## src/kl10WordPkg.sv

```systemverilog
// KL10 memory word definitions

package kl10WordPkg;

  // Half-word width, also the width of a word address
  localparam int HALF_BITS = 18;

  // Full word is two half-words
  localparam int WORD_BITS = 2 * HALF_BITS;

  typedef logic [HALF_BITS-1:0] tHalfWord;
  typedef logic [WORD_BITS-1:0] tWord;

  // Word address, one half-word wide
  typedef tHalfWord tAddr;

  // High address bits live in bits 15:14 of the word count field
  localparam int ADDR_HI_BITS = 2;

  // What is left of the word count field below them
  localparam int WC_BITS = 16 - ADDR_HI_BITS;

  // Zero fill length, one bit wider than a field to hold 64K
  typedef logic [16:0] tZeroCount;

endpackage

```

## src/loadFormatPkg.sv

```systemverilog
// Load line format definitions

package loadFormatPkg;

  ////////////////////////////////////////
  // Character and field types
  ////////////////////////////////////////

  // One character of the ASCIIized load file
  typedef logic [6:0] tChar;

  // One un-ASCIIized field, also the width of the line checksum
  typedef logic [15:0] tField;

  // Data bits carried by a single character
  localparam int FIELD_BITS = 6;

  // Record type letters and the field separator
  localparam tChar CHAR_Z     = 7'h5A;
  localparam tChar CHAR_T     = 7'h54;
  localparam tChar CHAR_COMMA = 7'h2C;

  // Whitespace and line end codes
  localparam tChar CHAR_LF    = 7'h0A;
  localparam tChar CHAR_CR    = 7'h0D;
  localparam tChar CHAR_SPACE = 7'h20;
  localparam tChar CHAR_TAB   = 7'h09;

  ////////////////////////////////////////
  // Record kinds
  ////////////////////////////////////////

  // Kind of the line being decoded, fixed by its first character
  typedef enum logic [1:0] {IDLE, ZERO, LOAD, SKIP} tRecKind;

  // Three 16-bit fields build one 36-bit word
  localparam int FIELDS_PER_WORD = 3;

  // A zero count field of 0 stands for 64K words
  localparam int ZERO_ALL_COUNT = 65536;

endpackage

```

## src/a10Loader.sv

```systemverilog
// A10 load file loader

`timescale 1ns/1ps

module a10Loader (
  input  logic                clk,
  input  logic                arstN,
  input  logic                charValid,
  input  loadFormatPkg::tChar charData,
  output logic                memWe,
  output kl10WordPkg::tAddr   memAddr,
  output kl10WordPkg::tWord   memData,
  output logic                busy,
  output logic                startValid,
  output kl10WordPkg::tAddr   startAddr,
  output logic                checksumError
);

  // Characters offered during a fill are dropped
  wire charTaken = charValid && !busy;

  // Decode to execute
  wire                          lineStart;
  loadFormatPkg::tRecKind       lineKind;
  wire                          fieldValid;
  loadFormatPkg::tField         fieldValue;
  wire                          lineEnd;

  // Execute to result
  wire                          wordWe;
  kl10WordPkg::tAddr            wordAddr;
  kl10WordPkg::tWord            wordData;
  wire                          zeroReq;
  kl10WordPkg::tAddr            zeroAddr;
  kl10WordPkg::tZeroCount       zeroCount;
  wire                          startSet;
  kl10WordPkg::tAddr            startAddrIn;

  fieldDecoder uDecode (
    .clk, .arstN,
    .charValid(charTaken), .charData,
    .lineStart, .lineKind, .fieldValid, .fieldValue, .lineEnd
  );

  recordSequencer uExecute (
    .clk, .arstN,
    .lineStart, .lineKind, .fieldValid, .fieldValue, .lineEnd,
    .wordWe, .wordAddr, .wordData,
    .zeroReq, .zeroAddr, .zeroCount,
    .startSet, .startAddrIn, .checksumError
  );

  memWriter uResult (
    .clk, .arstN,
    .wordWe, .wordAddr, .wordData,
    .zeroReq, .zeroAddr, .zeroCount,
    .startSet, .startAddrIn,
    .memWe, .memAddr, .memData, .busy, .startValid, .startAddr
  );

endmodule

```

## src/fieldDecoder.sv

```systemverilog
// Load line field decoder

`timescale 1ns/1ps

module fieldDecoder (
  input  logic                   clk,
  input  logic                   arstN,
  input  logic                   charValid,
  input  loadFormatPkg::tChar    charData,
  output logic                   lineStart,
  output loadFormatPkg::tRecKind lineKind,
  output logic                   fieldValid,
  output loadFormatPkg::tField   fieldValue,
  output logic                   lineEnd
);

  // Waiting for a type letter, inside fields, or discarding a line
  typedef enum logic [1:0] {S_TYPE, S_FIELD, S_SKIP} tDecState;

  tDecState             state;
  loadFormatPkg::tField acc;
  logic                 isLineEnd;
  logic                 isBlank;
  logic                 isComma;

  ////////////////////////////////////////
  // Character classes
  ////////////////////////////////////////

  always_comb begin
    isLineEnd = (charData == loadFormatPkg::CHAR_CR) || (charData == loadFormatPkg::CHAR_LF);
    isBlank   = (charData == loadFormatPkg::CHAR_SPACE) || (charData == loadFormatPkg::CHAR_TAB);
    isComma   = (charData == loadFormatPkg::CHAR_COMMA);
  end

  ////////////////////////////////////////
  // Line FSM and strobes
  ////////////////////////////////////////

  always_ff @(posedge clk or negedge arstN) begin
    if (!arstN) begin
      state      <= S_TYPE;
      lineStart  <= 1'b0;
      lineKind   <= loadFormatPkg::IDLE;
      fieldValid <= 1'b0;
      lineEnd    <= 1'b0;
    end else begin
      lineStart  <= 1'b0;
      fieldValid <= 1'b0;
      lineEnd    <= 1'b0;
      if (charValid) begin
        unique case (state)
          S_TYPE: begin
            // Blank lines and the LF of a CR LF pair fall through here
            if (!isLineEnd && !isBlank) begin
              lineStart <= 1'b1;
              if (charData == loadFormatPkg::CHAR_Z) begin
                lineKind <= loadFormatPkg::ZERO;
                state    <= S_FIELD;
              end else if (charData == loadFormatPkg::CHAR_T) begin
                lineKind <= loadFormatPkg::LOAD;
                state    <= S_FIELD;
              end else begin
                // Header and unknown records
                lineKind <= loadFormatPkg::SKIP;
                state    <= S_SKIP;
              end
            end
          end
          S_FIELD: begin
            // Comma or line end closes the open field
            if (isComma || isLineEnd) begin
              fieldValid <= 1'b1;
              lineEnd    <= isLineEnd;
            end
            if (isLineEnd) begin
              state <= S_TYPE;
            end
          end
          S_SKIP: begin
            if (isLineEnd) begin
              state <= S_TYPE;
            end
          end
          default: state <= S_TYPE;
        endcase
      end
    end
  end

  ////////////////////////////////////////
  // Field accumulator
  ////////////////////////////////////////

  always_ff @(posedge clk) begin
    if (charValid) begin
      if (state == S_TYPE) begin
        acc <= '0;
      end else if (state == S_FIELD) begin
        if (isComma || isLineEnd) begin
          fieldValue <= acc;
          acc        <= '0;
        end else if (!isBlank) begin
          // Six bits per character, most significant group first
          acc <= loadFormatPkg::tField'({acc, charData[loadFormatPkg::FIELD_BITS-1:0]});
        end
      end
    end
  end

endmodule

```

## src/memWriter.sv

```systemverilog
// Memory write port and zero fill

`timescale 1ns/1ps

module memWriter (
  input  logic                   clk,
  input  logic                   arstN,
  input  logic                   wordWe,
  input  kl10WordPkg::tAddr      wordAddr,
  input  kl10WordPkg::tWord      wordData,
  input  logic                   zeroReq,
  input  kl10WordPkg::tAddr      zeroAddr,
  input  kl10WordPkg::tZeroCount zeroCount,
  input  logic                   startSet,
  input  kl10WordPkg::tAddr      startAddrIn,
  output logic                   memWe,
  output kl10WordPkg::tAddr      memAddr,
  output kl10WordPkg::tWord      memData,
  output logic                   busy,
  output logic                   startValid,
  output kl10WordPkg::tAddr      startAddr
);

  // High in every cycle that carries a fill write
  logic                   fillBusy;
  // Fill writes still to come after the current one
  kl10WordPkg::tZeroCount fillLeft;

  // Busy covers the request cycle so the source sees it early
  always_comb busy = zeroReq || fillBusy;

  ////////////////////////////////////////
  // Write strobe and fill counter
  ////////////////////////////////////////

  always_ff @(posedge clk or negedge arstN) begin
    if (!arstN) begin
      memWe      <= 1'b0;
      fillBusy   <= 1'b0;
      fillLeft   <= '0;
      startValid <= 1'b0;
    end else begin
      memWe <= 1'b0;
      if (wordWe) begin
        memWe <= 1'b1;
      end else if (zeroReq) begin
        // First fill write goes out next cycle
        memWe    <= 1'b1;
        fillBusy <= 1'b1;
        fillLeft <= zeroCount - 1'b1;
      end else if (fillBusy) begin
        if (fillLeft != '0) begin
          memWe    <= 1'b1;
          fillLeft <= fillLeft - 1'b1;
        end else begin
          fillBusy <= 1'b0;
        end
      end
      // Start address stays valid until reset
      if (startSet) begin
        startValid <= 1'b1;
      end
    end
  end

  ////////////////////////////////////////
  // Address and data
  ////////////////////////////////////////

  always_ff @(posedge clk) begin
    if (wordWe) begin
      memAddr <= wordAddr;
      memData <= wordData;
    end else if (zeroReq) begin
      memAddr <= zeroAddr;
      memData <= '0;
    end else if (fillBusy && (fillLeft != '0)) begin
      // Ascending addresses, data held at zero
      memAddr <= memAddr + 1'b1;
    end
    if (startSet) begin
      startAddr <= startAddrIn;
    end
  end

endmodule

```

## src/recordSequencer.sv

```systemverilog
// Z and T record sequencer

`timescale 1ns/1ps

module recordSequencer (
  input  logic                   clk,
  input  logic                   arstN,
  input  logic                   lineStart,
  input  loadFormatPkg::tRecKind lineKind,
  input  logic                   fieldValid,
  input  loadFormatPkg::tField   fieldValue,
  input  logic                   lineEnd,
  output logic                   wordWe,
  output kl10WordPkg::tAddr      wordAddr,
  output kl10WordPkg::tWord      wordData,
  output logic                   zeroReq,
  output kl10WordPkg::tAddr      zeroAddr,
  output kl10WordPkg::tZeroCount zeroCount,
  output logic                   startSet,
  output kl10WordPkg::tAddr      startAddrIn,
  output logic                   checksumError
);

  // Field position, saturating at 3
  // 0 word count, 1 address, 2 first data field, 3 any later field
  logic [1:0]                            fieldNum;
  // Field position within the word being built
  logic [1:0]                            phase;
  logic [kl10WordPkg::WC_BITS-1:0]       wordsLeft;
  logic                                  isTransfer;
  logic [kl10WordPkg::ADDR_HI_BITS-1:0]  addrHi;
  kl10WordPkg::tAddr                     curAddr;
  loadFormatPkg::tField                  lowPart;
  loadFormatPkg::tField                  midPart;
  loadFormatPkg::tField                  countField;
  loadFormatPkg::tField                  sum;
  loadFormatPkg::tField                  sumNext;
  logic                                  dataField;
  logic                                  wordDone;

  ////////////////////////////////////////
  // Field classification
  ////////////////////////////////////////

  always_comb begin
    // Running line sum including the field closing this cycle
    sumNext   = sum + (fieldValid ? fieldValue : '0);
    // Data fields only while the word count has words left
    dataField = fieldValid && (lineKind == loadFormatPkg::LOAD) &&
                (fieldNum >= 2'd2) && (wordsLeft != '0);
    wordDone  = dataField && (phase == 2'(loadFormatPkg::FIELDS_PER_WORD - 1));
  end

  ////////////////////////////////////////
  // Control and strobes
  ////////////////////////////////////////

  always_ff @(posedge clk or negedge arstN) begin
    if (!arstN) begin
      fieldNum      <= '0;
      phase         <= '0;
      wordsLeft     <= '0;
      isTransfer    <= 1'b0;
      sum           <= '0;
      wordWe        <= 1'b0;
      zeroReq       <= 1'b0;
      startSet      <= 1'b0;
      checksumError <= 1'b0;
    end else begin
      wordWe   <= wordDone;
      zeroReq  <= 1'b0;
      startSet <= 1'b0;
      if (lineStart) begin
        fieldNum  <= '0;
        phase     <= '0;
        wordsLeft <= '0;
        sum       <= '0;
      end else begin
        sum <= sumNext;
        if (fieldValid && (fieldNum != 2'd3)) begin
          fieldNum <= fieldNum + 2'd1;
        end
        // Word count without the high address bits
        if (fieldValid && (fieldNum == 2'd0)) begin
          wordsLeft  <= fieldValue[kl10WordPkg::WC_BITS-1:0];
          isTransfer <= (fieldValue[kl10WordPkg::WC_BITS-1:0] == '0);
        end
        if (wordDone) begin
          phase     <= '0;
          wordsLeft <= wordsLeft - 1'b1;
        end else if (dataField) begin
          phase <= phase + 2'd1;
        end
        if (lineEnd) begin
          // Negated checksum brings the line total to zero
          if (sumNext != '0) begin
            checksumError <= 1'b1;
          end
          zeroReq  <= (lineKind == loadFormatPkg::ZERO);
          startSet <= (lineKind == loadFormatPkg::LOAD) && isTransfer;
        end
      end
    end
  end

  ////////////////////////////////////////
  // Address and data path
  ////////////////////////////////////////

  always_ff @(posedge clk) begin
    if (fieldValid && (fieldNum == 2'd0)) begin
      addrHi <= fieldValue[15 -: kl10WordPkg::ADDR_HI_BITS];
    end
    if (fieldValid && (fieldNum == 2'd1)) begin
      curAddr <= {addrHi, fieldValue};
    end
    // Z lines carry the fill length in the first data field
    if (fieldValid && (fieldNum == 2'd2)) begin
      countField <= fieldValue;
    end
    if (dataField && (phase == 2'd0)) begin
      lowPart <= fieldValue;
    end
    if (dataField && (phase == 2'd1)) begin
      midPart <= fieldValue;
    end
    if (wordDone) begin
      // Bits 0-3, then 4-19, then 20-35
      wordData <= {fieldValue[3:0], midPart, lowPart};
      wordAddr <= curAddr;
      curAddr  <= curAddr + 1'b1;
    end
    if (lineEnd) begin
      zeroAddr    <= curAddr;
      startAddrIn <= curAddr;
      zeroCount   <= (countField == '0) ?
                     kl10WordPkg::tZeroCount'(loadFormatPkg::ZERO_ALL_COUNT) :
                     {1'b0, countField};
    end
  end

endmodule

```

## config.mk

```make
export PLATFORM = sky130hd
export DESIGN_NAME = a10Loader
export DESIGN_NICKNAME = d
export VERILOG_FILES = /design/src/kl10WordPkg.sv /design/src/loadFormatPkg.sv /design/src/a10Loader.sv /design/src/fieldDecoder.sv /design/src/memWriter.sv /design/src/recordSequencer.sv
export SDC_FILE = /design/constraint.sdc
export NUM_CORES = 1
export LEC_CHECK = 0
export BUFFER_PORTS_ARGS = -buffer_cell sky130_fd_sc_hd__buf_2
export CORE_AREA = 10 10 161 163
export CTS_CLUSTER_DIAMETER = 40
export CTS_CLUSTER_SIZE = 30
export DETAILED_ROUTE_END_ITERATION = 16
export DIE_AREA = 0 0 171 173
export PLACE_DENSITY_LB_ADDON = 0.25
export SYNTH_ARGS = -nofsm -noshare
export SYNTH_HDL_FRONTEND = slang
export SYNTH_HIERARCHICAL = 1
export SYNTH_SLANG_ARGS = --single-unit
export TNS_END_PERCENT = 10
```

## constraint.sdc

```tcl
create_clock -name clk -period 6 [get_ports clk]
set_input_delay 1.8 -clock clk [delete_from_list [all_inputs] [get_ports clk]]
set_output_delay 1.8 -clock clk [all_outputs]
set_load 0.02 [all_outputs]
```

* Word level (Yosys, flattened, before mapping)
Cells that the tools add are included.
** Operators by class
- Bitwise operators :: 3
- Reduce and logical (&&, ||, !) cells :: 46
- Muxes and demuxes :: 48
- $lt $le $gt $ge :: 1
- Add/sub/neg operators :: 8
- Equality and inequality tests :: 19
** Operator list (number)
- $mux 18 :: 5
- $mux 16 :: 5
- $mux 36 :: 2
- $mux 17 :: 4
- $mux 14 :: 3
- $add 18x1->18 const B :: 2
- $sub 17x1->17 const B :: 2
- $eq 7x4->1 const B :: 3
- $mux 2 :: 10
- $mux 1 :: 18
- $reduce_bool 17->1 :: 1
- $add 16x16->16 :: 1
- $logic_not 16->1 :: 1
- $reduce_bool 16->1 :: 1
- $reduce_and 3->1 :: 5
- $eq 7x6->1 const B :: 2
- $eq 7x7->1 const B :: 2
- $logic_and 1x1->1 :: 14
- $logic_not 14->1 :: 1
- $reduce_bool 14->1 :: 1
- $sub 14x1->14 const B :: 1
- $reduce_bool 2->1 :: 6
- $reduce_bool 3->1 :: 3
- $eq 2x1->1 const B :: 4
- 14 further kinds :: 28
** Word-level totals
- Bits of input ports :: 10
- Bits in registers :: 327
- Output and inout bits :: 76

* Longest topological paths before layout
Gate-level depths: netlist (run 1).
- Depth in word-level cells :: 7
- Gate-level depth with buffers :: 12
- Mapped depth without buffers :: 10

* Cells and area by module
Netlist (run 1), hierarchy kept.
** By module, submodules not included
- recordSequencer :: area each 8054.0 um^2, instances 1, cells each 570, seq. area each 5690.5 um^2
- memWriter :: area each 4593.2 um^2, instances 1, cells each 405, seq. area each 2662.6 um^2
- fieldDecoder :: area each 1596.5 um^2, instances 1, cells each 106, seq. area each 1136.1 um^2
- a10Loader :: area each 13.8 um^2, instances 1, cells each 1, seq. area each 0.0 um^2

* Worst setup path after synthesis (run 1)
No wires, ideal clock.
- Path kind :: input port to flip-flop
- Start :: input port charData[0]
- End :: register uDecode.fieldValue[0], enable pin
- Data required time :: 5626 ps
- Stages on the path :: 6
- Buffers on the path :: 1
- Setup time :: 374 ps
- Slack :: 2551 ps
- Data arrival time :: 3075 ps
- Cell sequence :: buf_2 nor3b_2 o2bb2ai_1 and3_1 and3_1 and2_1
** On the way
- Longest elaborated chain between the ends :: 4
- Elaborated cells between the ends (all ways) :: 6
** Ends and longest elaborated chain
- start: declaration :: RTL line a10Loader.sv:9 : input loadFormatPkg::tChar charData,
- $eq 7x4->1 :: RTL line fieldDecoder.sv:31 : isLineEnd = (charData == loadFormatPkg::CHAR_CR) || (charData == loadFormatPkg::CHAR_LF);
- $logic_or 1x1->1 :: RTL line fieldDecoder.sv:31
- $logic_or 1x1->1 (*) :: RTL line fieldDecoder.sv:100 : if (isComma || isLineEnd) begin
- $reduce_and 4->1 (no source line) (*)
- end signal: assignment :: RTL line fieldDecoder.sv:101 : fieldValue <= acc;
- end: declaration :: RTL line fieldDecoder.sv:13 : output loadFormatPkg::tField fieldValue,
Every way passes the cells marked *; elsewhere a longest branch is shown, timed or not.
A chain may end at the register's enable or synchronous reset.

* Worst setup path in the final report (run 1)
- Start :: register uExecute.zeroReq
- End :: output port busy
** On the way
- Longest elaborated chain between the ends :: 1
** Ends and longest elaborated chain
- start: declaration :: RTL line recordSequencer.sv:16 : output logic zeroReq,
- start signal: assignment :: RTL line recordSequencer.sv:99 : zeroReq <= (lineKind == loadFormatPkg::ZERO);
- $logic_or 1x1->1 :: RTL line memWriter.sv:30 : always_comb busy = zeroReq || fillBusy;
- end: declaration :: RTL line a10Loader.sv:13 : output logic busy,
Every way passes these cells.

==> results.txt, run 1 <==
- Number of buffers on the longest clock path: 3
* CTS-repair resized insts: 0
- Via count: around 8700
- The flow ran to the end, and the final reports show no timing, DRC or antenna violations.
- Total CTS buffers: 40
* Final setup violation count: 0
- The share of the Yosys chip area taken by registers is 0.666.
- 86 I/O pins were placed.
* # hold bufs at CTS: 0
* Overflow after GRT: 0
- Fraction of layout cells with a size suffix above 1: 0.171
- Std-Cell Core Area: between 20000 and 25000 um2
* GP Congestion: approximately 0.84
- Flops & latches, synth: around 330
* Number of instances in the synthesized netlist: approximately 1100
* Post-route standard cell area excluding fillers: between 15000 and 20000 um2
- After detailed placement, the total cell area comes to 14800 um2.
- Max Cap Viol: 0
- Data on the critical path is required at its endpoint by approximately 4200 ps.
- Net Count, Synth: roughly 1100
- Capturing element type of the critical path: output pin
- The finished layout holds 1465 standard cells, fillers aside.
- Yosys instantiated no cell more often than sky130_fd_sc_hd__edfxtp_1.
- The die covers 29600 um2.
* Initial antenna violation count: 0
- Proportion of netlist area held by the largest area contributor: 0.550
* Least setup slack across all paths after layout: approximately 2300 ps
* Area of the mapped netlist: approximately 14000 um2
- Switching power: around 0.0011 W
- Worst-case vdd ir drop: 0.000224 V
* FF/Latch Area: around 9500 um2
* Number of H-tree levels: 2
* Average vias per placed instance: 5.96
- Period utilization: 0.622
- Top cells by instance count after synthesis: sky130_fd_sc_hd__edfxtp_1 (261), sky130_fd_sc_hd__nand2_1 (89), sky130_fd_sc_hd__and2_1 (70)
- Die outline height: ~170 um
- Routed wirelength normalized by instance count: between 15 and 20 um
* Synth async-reset ratio: 0.202
- Max-slew violation count: 0
* WP data arrival: between 1500 and 2000 ps
- All-layer global routing usage: 0.195
- Fin util: 0.714
- Counting every sink on the clock net gives roughly 330.
- Total DRC errors in the routed layout: 0
* # diodes: 0
- Summed over all failing endpoints, the final setup total negative slack is 0 ps.
- A synthesized cell averages around 13 um2.
- Largest fanout on the critical path: 30
* Final Hold Vio Count: 0
- Detailed-placement wirelength estimate: roughly 19 mm
- Of the total power, the share spent switching nets is 0.221.
* Root Driver: sky130_fd_sc_hd__clkbuf_16
* Yosys warning count: 6
- At the end of the flow, the number of nets in the layout was approximately 1200.
- Multi-input gate area in the final layout: around 4300 um2
- Cells taking the most area after synthesis: sky130_fd_sc_hd__edfxtp_1 (55%), sky130_fd_sc_hd__dfrtp_1 (12%), sky130_fd_sc_hd__and2_1 (3.1%), sky130_fd_sc_hd__nand2_1 (2.3%), sky130_fd_sc_hd__ha_1 (2.2%)
* Internal power component: slightly below 0.004 W
* Clock tree from TritonCTS: done
* Setup fix buffers added after clock tree synthesis: 0
* Most frequently used flop master after synthesis: sky130_fd_sc_hd__edfxtp_1
- Via count of the first global-routing pass: 8655
* Distinct cell type count of the synthesized netlist: 83
- In this run, the number of DRC markers left after iteration 0 of detailed routing was around 800.
- Initial standard-cell utilization of the core: 0.632
- The min-delay analysis places its worst path in the category reg2reg.
- Once detail routing completed, the nets flagged for antenna violations numbered 0.
- Type of element launching the critical path: flop
- The worst pin sits at a relative slew slack of 0.245.
- RSZ-0062 raised after global routing: false
* Clock latency at the later pin of the worst-skew pair: about 530 ps
* Wire length of the first global-routing pass: 46.0 mm
* Comb pwr share: 0.029
- Clock skew on the completed layout was measured at 19.3 ps.
* Leading area contributor after synthesis: sky130_fd_sc_hd__edfxtp_1
- Leakage dissipation: around 6.0 nW
* Detailed-route wire length: roughly 29 mm
- The share of total power dissipated in sequential elements is 0.495.
- Fraction of power consumed by the clock network: 0.475
- Compared with the post-synthesis result, the final layout area differs by 13.1%.
- Maximum number of pins on one net before global-route repair: 55
- Input and output buffers added on the ports amount to 85.
- Placed Instances: around 1400
* Count of flip-flops with a built-in enable after synthesis: 261
- The first TritonRoute pass finished after 7 iterations.
* Number of rows created at floorplan: between 50 and 60
* Final min period: approximately 3700 ps
* Worst slack after detailed placement: between 2000 and 2500 ps
- The die is about 170 um wide.
- Static timing analysis puts the maximum clock frequency at ~270 MHz.
* WS Path Type: reg2out
- At the pin with the least slew margin, the transition time is between 1000 and 1500 ps.
- After clock tree synthesis, the clock-pin slew on the worst setup and hold paths is 60 ps.
* Pwr dens: ~310 nW/um2
- Counting the fill cells in the layout gives 1503.
[power groups by stage]
stage / Combinational (W) / Sequential [W] / Clock (W)
after floorplan: 0.000113 / 0.00254 / 0
after global placement: 0.000146 / 0.00255 / 0
after detailed placement: 0.000150 / 0.00255 / 0
after CTS: 0.000151 / 0.00250 / 0.00244
after global routing: 0.000165 / 0.00250 / 0.00254
final: 0.000148 / 0.00250 / 0.00240
[routing by layer]
layer,wire length [um],part of all wire,GRT usage,vias to the layer above
met5,0,0,0,-
met4,818,0.028,0.0696,0
met3,1740,0.060,0.0380,67
met2,14500,0.50,0.327,280
met1,11900,0.41,0.244,4258
li1,-,-,-,4130
[cells in the final DEF, fill, tap and decap left out, types with 20 or more instances in the layout]
cell type,instances
sky130_fd_sc_hd__xnor2_1,34
sky130_fd_sc_hd__inv_1,22
sky130_fd_sc_hd__o21ai_0,58
sky130_fd_sc_hd__nor2_1,63
sky130_fd_sc_hd__ha_1,25
sky130_fd_sc_hd__nor3_1,28
sky130_fd_sc_hd__clkbuf_16,40
sky130_fd_sc_hd__nand2_1,89
sky130_fd_sc_hd__a21oi_1,37
sky130_fd_sc_hd__nand3_1,20
sky130_fd_sc_hd__nor4_1,20
sky130_fd_sc_hd__xor2_1,23
sky130_fd_sc_hd__dfrtp_1,64
sky130_fd_sc_hd__buf_2,85
sky130_fd_sc_hd__edfxtp_1,261
sky130_fd_sc_hd__and2_1,70
[registers in the layout, indices dropped and copies added (netlist names), 2 cells and up]
name / flops
uExecute/lowPart: 16
uExecute/fieldNum: 2
uExecute/curAddr: 18
uExecute/midPart: 16
uDecode/fieldValue: 16
uExecute/zeroCount: 17
uResult/fillLeft: 17
uExecute/sum: 16
uExecute/wordsLeft: 14
uDecode/state: 2
uDecode/lineKind: 2
uExecute/startAddrIn: 18
uDecode/acc: 16
uResult/memData: 36
uExecute/phase: 2
uExecute/addrHi: 2
uResult/memAddr: 18
uExecute/wordData: 36
uResult/startAddr: 18
uExecute/wordAddr: 18
uExecute/countField: 16
[cell type report]
cell class	instances	share of cell area
tap	285	0.0221
clock inverter	25	0.0192
sequential	327	0.589
clock buffer	48	0.0652
inverter	23	0.00535
timing repair buffer	94	0.0306
multi-input combinational	663	0.269
[path summary, 6_finish.rpt]
check                                      start               endpoint  slack (ps)  cells past startpoint
max                             uExecute/zeroReq                   busy        2270                      3
min reg2reg                  uExecute/midPart[4]  uExecute/wordData[20]         410                      0
max in group asynchronous                  arstN        uExecute/sum[4]        3560                      2
min                          uExecute/midPart[4]  uExecute/wordData[20]         410                      0
max reg2reg                uExecute/wordsLeft[0]  uExecute/wordsLeft[4]        2420                     11
min in group asynchronous                  arstN        uExecute/wordWe        1460                      1
[critical path: stages (launching register included)]
cell and delay, ps:
sky130_fd_sc_hd__dfrtp_2 710, sky130_fd_sc_hd__nor2_1 170, sky130_fd_sc_hd__inv_1 270, sky130_fd_sc_hd__buf_2 240
[stage by stage]
step / hold slack, ps / total power, W
final: 411 / 0.00505
after global routing: 411 / 0.00520
after CTS: 414 / 0.00509
after detailed placement: 405 / 0.00270
after global placement: 403 / 0.00269
after floorplan: 400 / 0.00265
[cells by family after synthesis]
kind of cell / share of synthesized area
AND/OR/NAND/NOR: 0.138
XOR/XNOR: 0.0350
multiplexers: 0.0168
flip-flops: 0.666
AO/OA/AOI/OAI: 0.0899
buffers and inverters: 0.0310
adder cells (fa/ha/maj): 0.0233
(Power assumes the default switching activity.)
==> run 2, diff against run 1 <==
--- a/config.mk
+++ b/config.mk
@@ -6,11 +6,11 @@
 export NUM_CORES = 1
 export LEC_CHECK = 0
 export BUFFER_PORTS_ARGS = -buffer_cell sky130_fd_sc_hd__buf_2
-export CORE_AREA = 10 10 161 163
+export CORE_AREA = 10 10 164 166
 export CTS_CLUSTER_DIAMETER = 40
 export CTS_CLUSTER_SIZE = 30
 export DETAILED_ROUTE_END_ITERATION = 16
-export DIE_AREA = 0 0 171 173
+export DIE_AREA = 0 0 174 176
 export PLACE_DENSITY_LB_ADDON = 0.25
 export SYNTH_ARGS = -nofsm -noshare
 export SYNTH_HDL_FRONTEND = slang
==> constraint.sdc (replaced) <==
create_clock -name clk -period 3.8 [get_ports clk]
set_input_delay 1.14 -clock clk [delete_from_list [all_inputs] [get_ports clk]]
set_output_delay 1.14 -clock clk [all_outputs]
set_load 0.02 [all_outputs]
==> results.txt, run 2 (synthesis results as in run 1) <==
* First-pass DRT Iterations: 5
- Routed wirelength normalized by instance count: approximately 19 um
* Number of port buffers: 85
* Via count of the first global-routing pass: around 8500
- Via count: between 8000 and 9000
- Die outline height: roughly 180 um
- The setup check on the worst reg-to-reg path leaves a slack of just under 500 ps.
- FILL cells: between 1500 and 2000
- For this run, the post-layout net count is roughly 1200.
- FF/Latch Area: about 9500 um2
* Worst-margin pin slew: ~970 ps
- Setup violations remaining at the end of the flow were counted as 0.
- Worst-case vdd ir drop: 0.000508 V
- In this run the most critical hold path is launched from uExecute/midPart[14].
- Data on the critical path is required at its endpoint by about 4200 ps.
* Clock latency at the later pin of the worst-skew pair: ~540 ps
- Layout Skew: about 34 ps
* Commonest cells after routing, fill and taps aside: sky130_fd_sc_hd__edfxtp_1 (261), sky130_fd_sc_hd__nand2_1 (89), sky130_fd_sc_hd__buf_2 (85)
* Worst path top cell family by delay: compound AO/OA/AOI/OAI gates
- Setup fix buffers added after clock tree synthesis: 0
- For this run, the total global-route usage over all layers was measured as 0.185.
* Clock tree from TritonCTS: done
* Worst setup path startpoint: uDecode/fieldValid
- The total count of hold-check failures in the final report came to 0.
- The total count of max-transition violations in the final report came to 0.
- For this configuration, the core starts out at a cell density of 0.599.
* Pwr dens: between 400 and 500 nW/um2
* Worst slew margin relative to its limit: 0.349
- # hold bufs at CTS: 0
* 1st-iter DRT viols: roughly 680
- GP Congestion: ~0.89
* Least setup slack across all paths after layout: 489 ps
- The tool flagged a number of max-cap violations equal to 0.
* Final setup TNS: 0 ps
* Fmax: 302 MHz
* Number of antenna-violating nets in the routed design: 0
* Overflow after GRT: 0
- After clock tree synthesis, the repair step resized 0 gates.
- RSZ-0062 raised after global routing: false
* Capturing element type of the critical path: flop
- Maximum number of pins on one net before global-route repair: between 40 and 50
* Area grow syn2layout: 13.8%
* Reg clk slew, reported paths: approximately 70 ps
* Worst-path cell with the longest stage delay: sky130_fd_sc_hd__dfrtp_1
- Average vias per placed instance: 5.78
* Run status: complete, no violations
- Total DRC errors in the routed layout: 0
* Number of H-tree levels: 2
* Period utilization: 0.871
- Class of the most critical hold timing path: reg2reg
- Leakage dissipation: approximately 6 nW
- The die covers roughly 31000 um2.
* Detailed-route wire length: 28.4 mm
- The initial antenna violation count was 0.
- Worst slack after detailed placement: approximately 570 ps
- Leaving out fill and tap cells, the most frequent cell in the layout is sky130_fd_sc_hd__edfxtp_1.
- The clock passes through at most 3 buffers.
* Floorplan die width: around 170 um
- In this run the critical register-to-register path is launched from uDecode/fieldValid.
- WS Path Type: reg2reg
- Of all nets on the critical path, the largest fanout is 21.
- Wire length of the first global-routing pass: about 46 mm
* Detailed-placement wirelength estimate: 18.9 mm
- WP data arrival: between 3000 and 4000 ps
* Slowest stage delay, CP: about 570 ps
* Root Driver: sky130_fd_sc_hd__clkbuf_16
- The number of antenna diodes in the final layout is 0.
- Number of sinks on the clock net: 327
- The floorplan has 57 rows.
* Leading registers by flop count: uExecute/wordData: 36 flops, uResult/memData: 36 flops
* Type of element launching the critical path: flop
- Of the cells placed in the final design, the portion with a size suffix greater than 1 is 0.175.
* Std-Cell Core Area: ~24000 um2
* Sum of buffers and inverters on the critical path: 0
* Final min period: ~3300 ps
- Total CTS buffers: 38
* Cell Chain, Critical Path: and2_1 -> ha_1 -> fa_1 -> a211oi_1 -> o21ai_0 -> a311oi_1 -> o21bai_1 -> xnor2_1 -> nor4bb_1 -> a41oi_1
* Multi-input gate area in the final layout: around 4300 um2
* Top-level I/O count: between 80 and 90
[run 2: per-stage QoR]
stage / total power, W / std cells / hold slack (ps) / utilization / cell area [um2]
after floorplan: 0.00419 / 1082 / 400 / - / 14300
after global routing: 0.00825 / 1504 / 407 / 0.681 / 16200
after detailed placement: 0.00426 / 1435 / 405 / 0.624 / 14900
after global placement: 0.00425 / 1435 / 401 / 0.624 / 14900
after CTS: 0.00808 / 1504 / 406 / 0.681 / 16200
final: 0.00801 / 1504 / 405 / 0.681 / 16200
[run 2: final cells by class]
type	count	share of cell area
multi-input cells	663	0.267
flip-flops and latches	327	0.585
inverters	23	0.00532
clock inverters	29	0.0239
well taps	324	0.0250
clock buffers	40	0.0604
repair buffers	98	0.0330
[run 2: path summary, 6_finish.rpt]
path,end,cells after the start
max,uExecute/checksumError,10
min,uExecute/wordData[30],0
max reg2reg,uExecute/checksumError,10
min reg2reg,uExecute/wordData[30],0
max in group asynchronous,uExecute/sum[9],2
min in group asynchronous,uExecute/wordWe,1
[run 2: power breakdown]
group	switching, W	leakage (nW)	internal [W]
Combinational	0.000142	2.19	0.0000759
Clock	0.00157	0.654	0.00225
Sequential	0.0000418	3.19	0.00392
Total	0.00175	6.03	0.00625
[run 2: layer usage]
layer / share of wire / wire length [um] / GRT usage
met1: 0.43 / 12100 / 0.242
met2: 0.50 / 14100 / 0.311
met3: 0.059 / 1660 / 0.0344
met4: 0.018 / 510 / 0.0527
met5: 0 / 0 / 0
==> run 3, diff against run 2 <==
--- a/config.mk
+++ b/config.mk
@@ -11,7 +11,7 @@
 export CTS_CLUSTER_SIZE = 30
 export DETAILED_ROUTE_END_ITERATION = 16
 export DIE_AREA = 0 0 174 176
-export PLACE_DENSITY_LB_ADDON = 0.25
+export PLACE_DENSITY_LB_ADDON = 0.12
 export SYNTH_ARGS = -nofsm -noshare
 export SYNTH_HDL_FRONTEND = slang
 export SYNTH_HIERARCHICAL = 1
==> results.txt, run 3 (synthesis results as in run 1) <==
- The floorplan has 57 rows.
- The HPWL after detailed placement is 19.3 mm.
- The total count of max-transition violations in the final report is 0.
- The worst setup path is of the reg2out kind.
- In this run, the number of DRC markers left after iteration 0 of detailed routing was 700.
* Comb pwr share: 0.027
- Final Hold Vio Count: 0
* Maximum number of pins on one net before global-route repair: 78
- Leaving out fill and tap cells, the most frequent cell in the layout is sky130_fd_sc_hd__edfxtp_1.
* Wire length of the first global-routing pass: roughly 47 mm
- Number of sinks on the clock net: ~330
- Internal power comes to between 0.006 and 0.007 W.
* Switching power as a share of total power: 0.221
* Final setup TNS: 0 ps
- Fmax: ~300 MHz
- Worst-case vdd ir drop: approximately 0.00055 V
- The analysis attributes to net switching a power of 0.00180 W.
- Dividing total power by cell area gives a power density of between 500 and 600 nW/um2.
* Fraction of layout cells with a size suffix above 1: 0.180
- Run status: complete, no violations
- Leading registers by flop count: uExecute/wordData: 36 flops, uResult/memData: 36 flops
- STA puts the critical path data arrival time at between 2000 and 2500 ps.
- Across all register-to-register paths, the minimum setup slack is ~460 ps.
* Period utilization: 0.893
* FILL cells: approximately 1700
- Summing all flip-flop and latch instances after layout gives between 9000 and 10000 um2.
- In the post-route analysis, the smallest setup slack over all paths is 406 ps.
- Number of H-tree levels: 2
- For this design the static power due to leakage is a little over 6 nW.
* Clock tree from TritonCTS: done
- Clock latency at the later pin of the worst-skew pair: between 500 and 600 ps
- In this run the worst path has a maximum fanout of a little over 40.
- # diodes: 0
- Setup violations remaining at the end of the flow were counted as 0.
- Initial standard-cell utilization of the core: 0.599
* Type of element launching the critical path: flop
* Std-Cell Core Area: around 24000 um2
- Layout Skew: 15.5 ps
* Max Cap Viol: 0
- The die covers a little over 30000 um2.
- Number of port buffers: 85
- Overflow after GRT: 0
* Final min period: between 3000 and 4000 ps
- At the worst endpoint, the required time is about 2700 ps.
- In this run the remaining antenna-violating nets after routing total 0.
- Worst-margin pin slew: around 1200 ps
* Number of nets in the layout: ~1200
- The first detailed-routing pass took 5 iterations.
- Total CTS buffers: 43
- Dividing the detail-routed wire length by the instance count gives roughly 20 um.
* # hold bufs at CTS: 0
- The number of global-route vias before repair was roughly 8600.
* Top-level I/O count: 86
* Detailed-route wire length: a little under 30 mm
- The detailed router placed approximately 8700 vias in this run.
* Area grow syn2layout: 14.2%
- Die outline height: 176 um
- Reg clk slew, reported paths: approximately 60 ps
- RSZ-0062 raised after global routing: false
- Root Driver: sky130_fd_sc_hd__clkbuf_16
- Timing analysis after detailed placement gives a worst setup slack of approximately 570 ps.
- The tightest min-delay check is of the reg2reg type.
- Dividing the detail-routed via count by the number of cells gives between 5 and 6.
* CTS-repair resized insts: 0
- At the end of routability-driven placement, the weighted congestion stood at 0.867.
- In this run the deepest clock path goes through 3 buffers.
* Worst slew margin relative to its limit: 0.206
* All-layer global routing usage: 0.190
- Fraction of power consumed by the clock network: 0.488
* Multi-input gate area in the final layout: roughly 4300 um2
- Post-CTS timing repair inserted 0 buffers for setup.
* Capturing element type of the critical path: output pin
- Floorplan die width: 174 um
* Total DRC errors in the routed layout: 0
- The share of total power dissipated in sequential elements is 0.485.
- The initial antenna violation count was 0.
- In the layout the commonest cells are sky130_fd_sc_hd__edfxtp_1 (261), sky130_fd_sc_hd__nand2_1 (89), sky130_fd_sc_hd__buf_2 (85).
-- run 3: changes by cell type in the layout (fill, tap and decap cells not counted), sizes merged --
cell	change
clkbuf	+5
clkinvlp	+2
clkinv	+2
bufinv	-1
-- run 3: metrics by stage --
| stage | util | power (W) | std cells | hold WS, ps | cell area [um2] |
|---|---|---|---|---|---|
| after floorplan | - | 0.00419 | 1082 | 400 | 14300 |
| after global placement | 0.623 | 0.00426 | 1435 | 401 | 14800 |
| after CTS | 0.684 | 0.00825 | 1512 | 419 | 16300 |
| after detailed placement | 0.623 | 0.00426 | 1435 | 405 | 14800 |
| final | 0.684 | 0.00817 | 1512 | 418 | 16300 |
| after global routing | 0.684 | 0.00844 | 1512 | 424 | 16300 |
-- run 3: path summary, 6_finish.rpt --
check	start	end	depth (start not counted)
max	uExecute/zeroReq	busy	3
min	uDecode/acc[15]	uDecode/fieldValue[15]	0
max reg2reg	uDecode/fieldValid	uExecute/checksumError	10
min reg2reg	uDecode/acc[15]	uDecode/fieldValue[15]	0
max in group asynchronous	arstN	uResult/fillLeft[15]	2
min in group asynchronous	arstN	uExecute/wordWe	1
-- run 3: worst max-delay path, stage by stage, from the launching register on --
cell	delay, ps
sky130_fd_sc_hd__dfrtp_2	930
sky130_fd_sc_hd__nor2_1	200
sky130_fd_sc_hd__inv_1	340
sky130_fd_sc_hd__buf_2	240
-- run 3: routing by layer --
metal / vias up / part of all wire / global-route usage
met2: 265 / 0.49 / 0.315
met5: - / 0 / 0
met1: 4267 / 0.43 / 0.250
met4: 0 / 0.025 / 0.0613
li1: 4133 / - / -
met3: 57 / 0.060 / 0.0393
-- run 3: power groups by stage --
stage                     logic (W)  registers (W)  clock network (W)
after floorplan            0.000179        0.00401                  0
after global placement     0.000217        0.00404                  0
after detailed placement   0.000221        0.00404                  0
after CTS                  0.000223        0.00397            0.00406
after global routing       0.000244        0.00398            0.00422
final                      0.000221        0.00397            0.00399
-- run 3: area by class of cell --
| type | instances | share of cell area |
|---|---|---|
| clock buffers | 45 | 0.0671 |
| clock inverters | 32 | 0.0214 |
| inverters | 23 | 0.00530 |
| multi-input cells | 663 | 0.266 |
| flip-flops and latches | 327 | 0.583 |
| well taps | 324 | 0.0249 |
| repair buffers | 98 | 0.0321 |
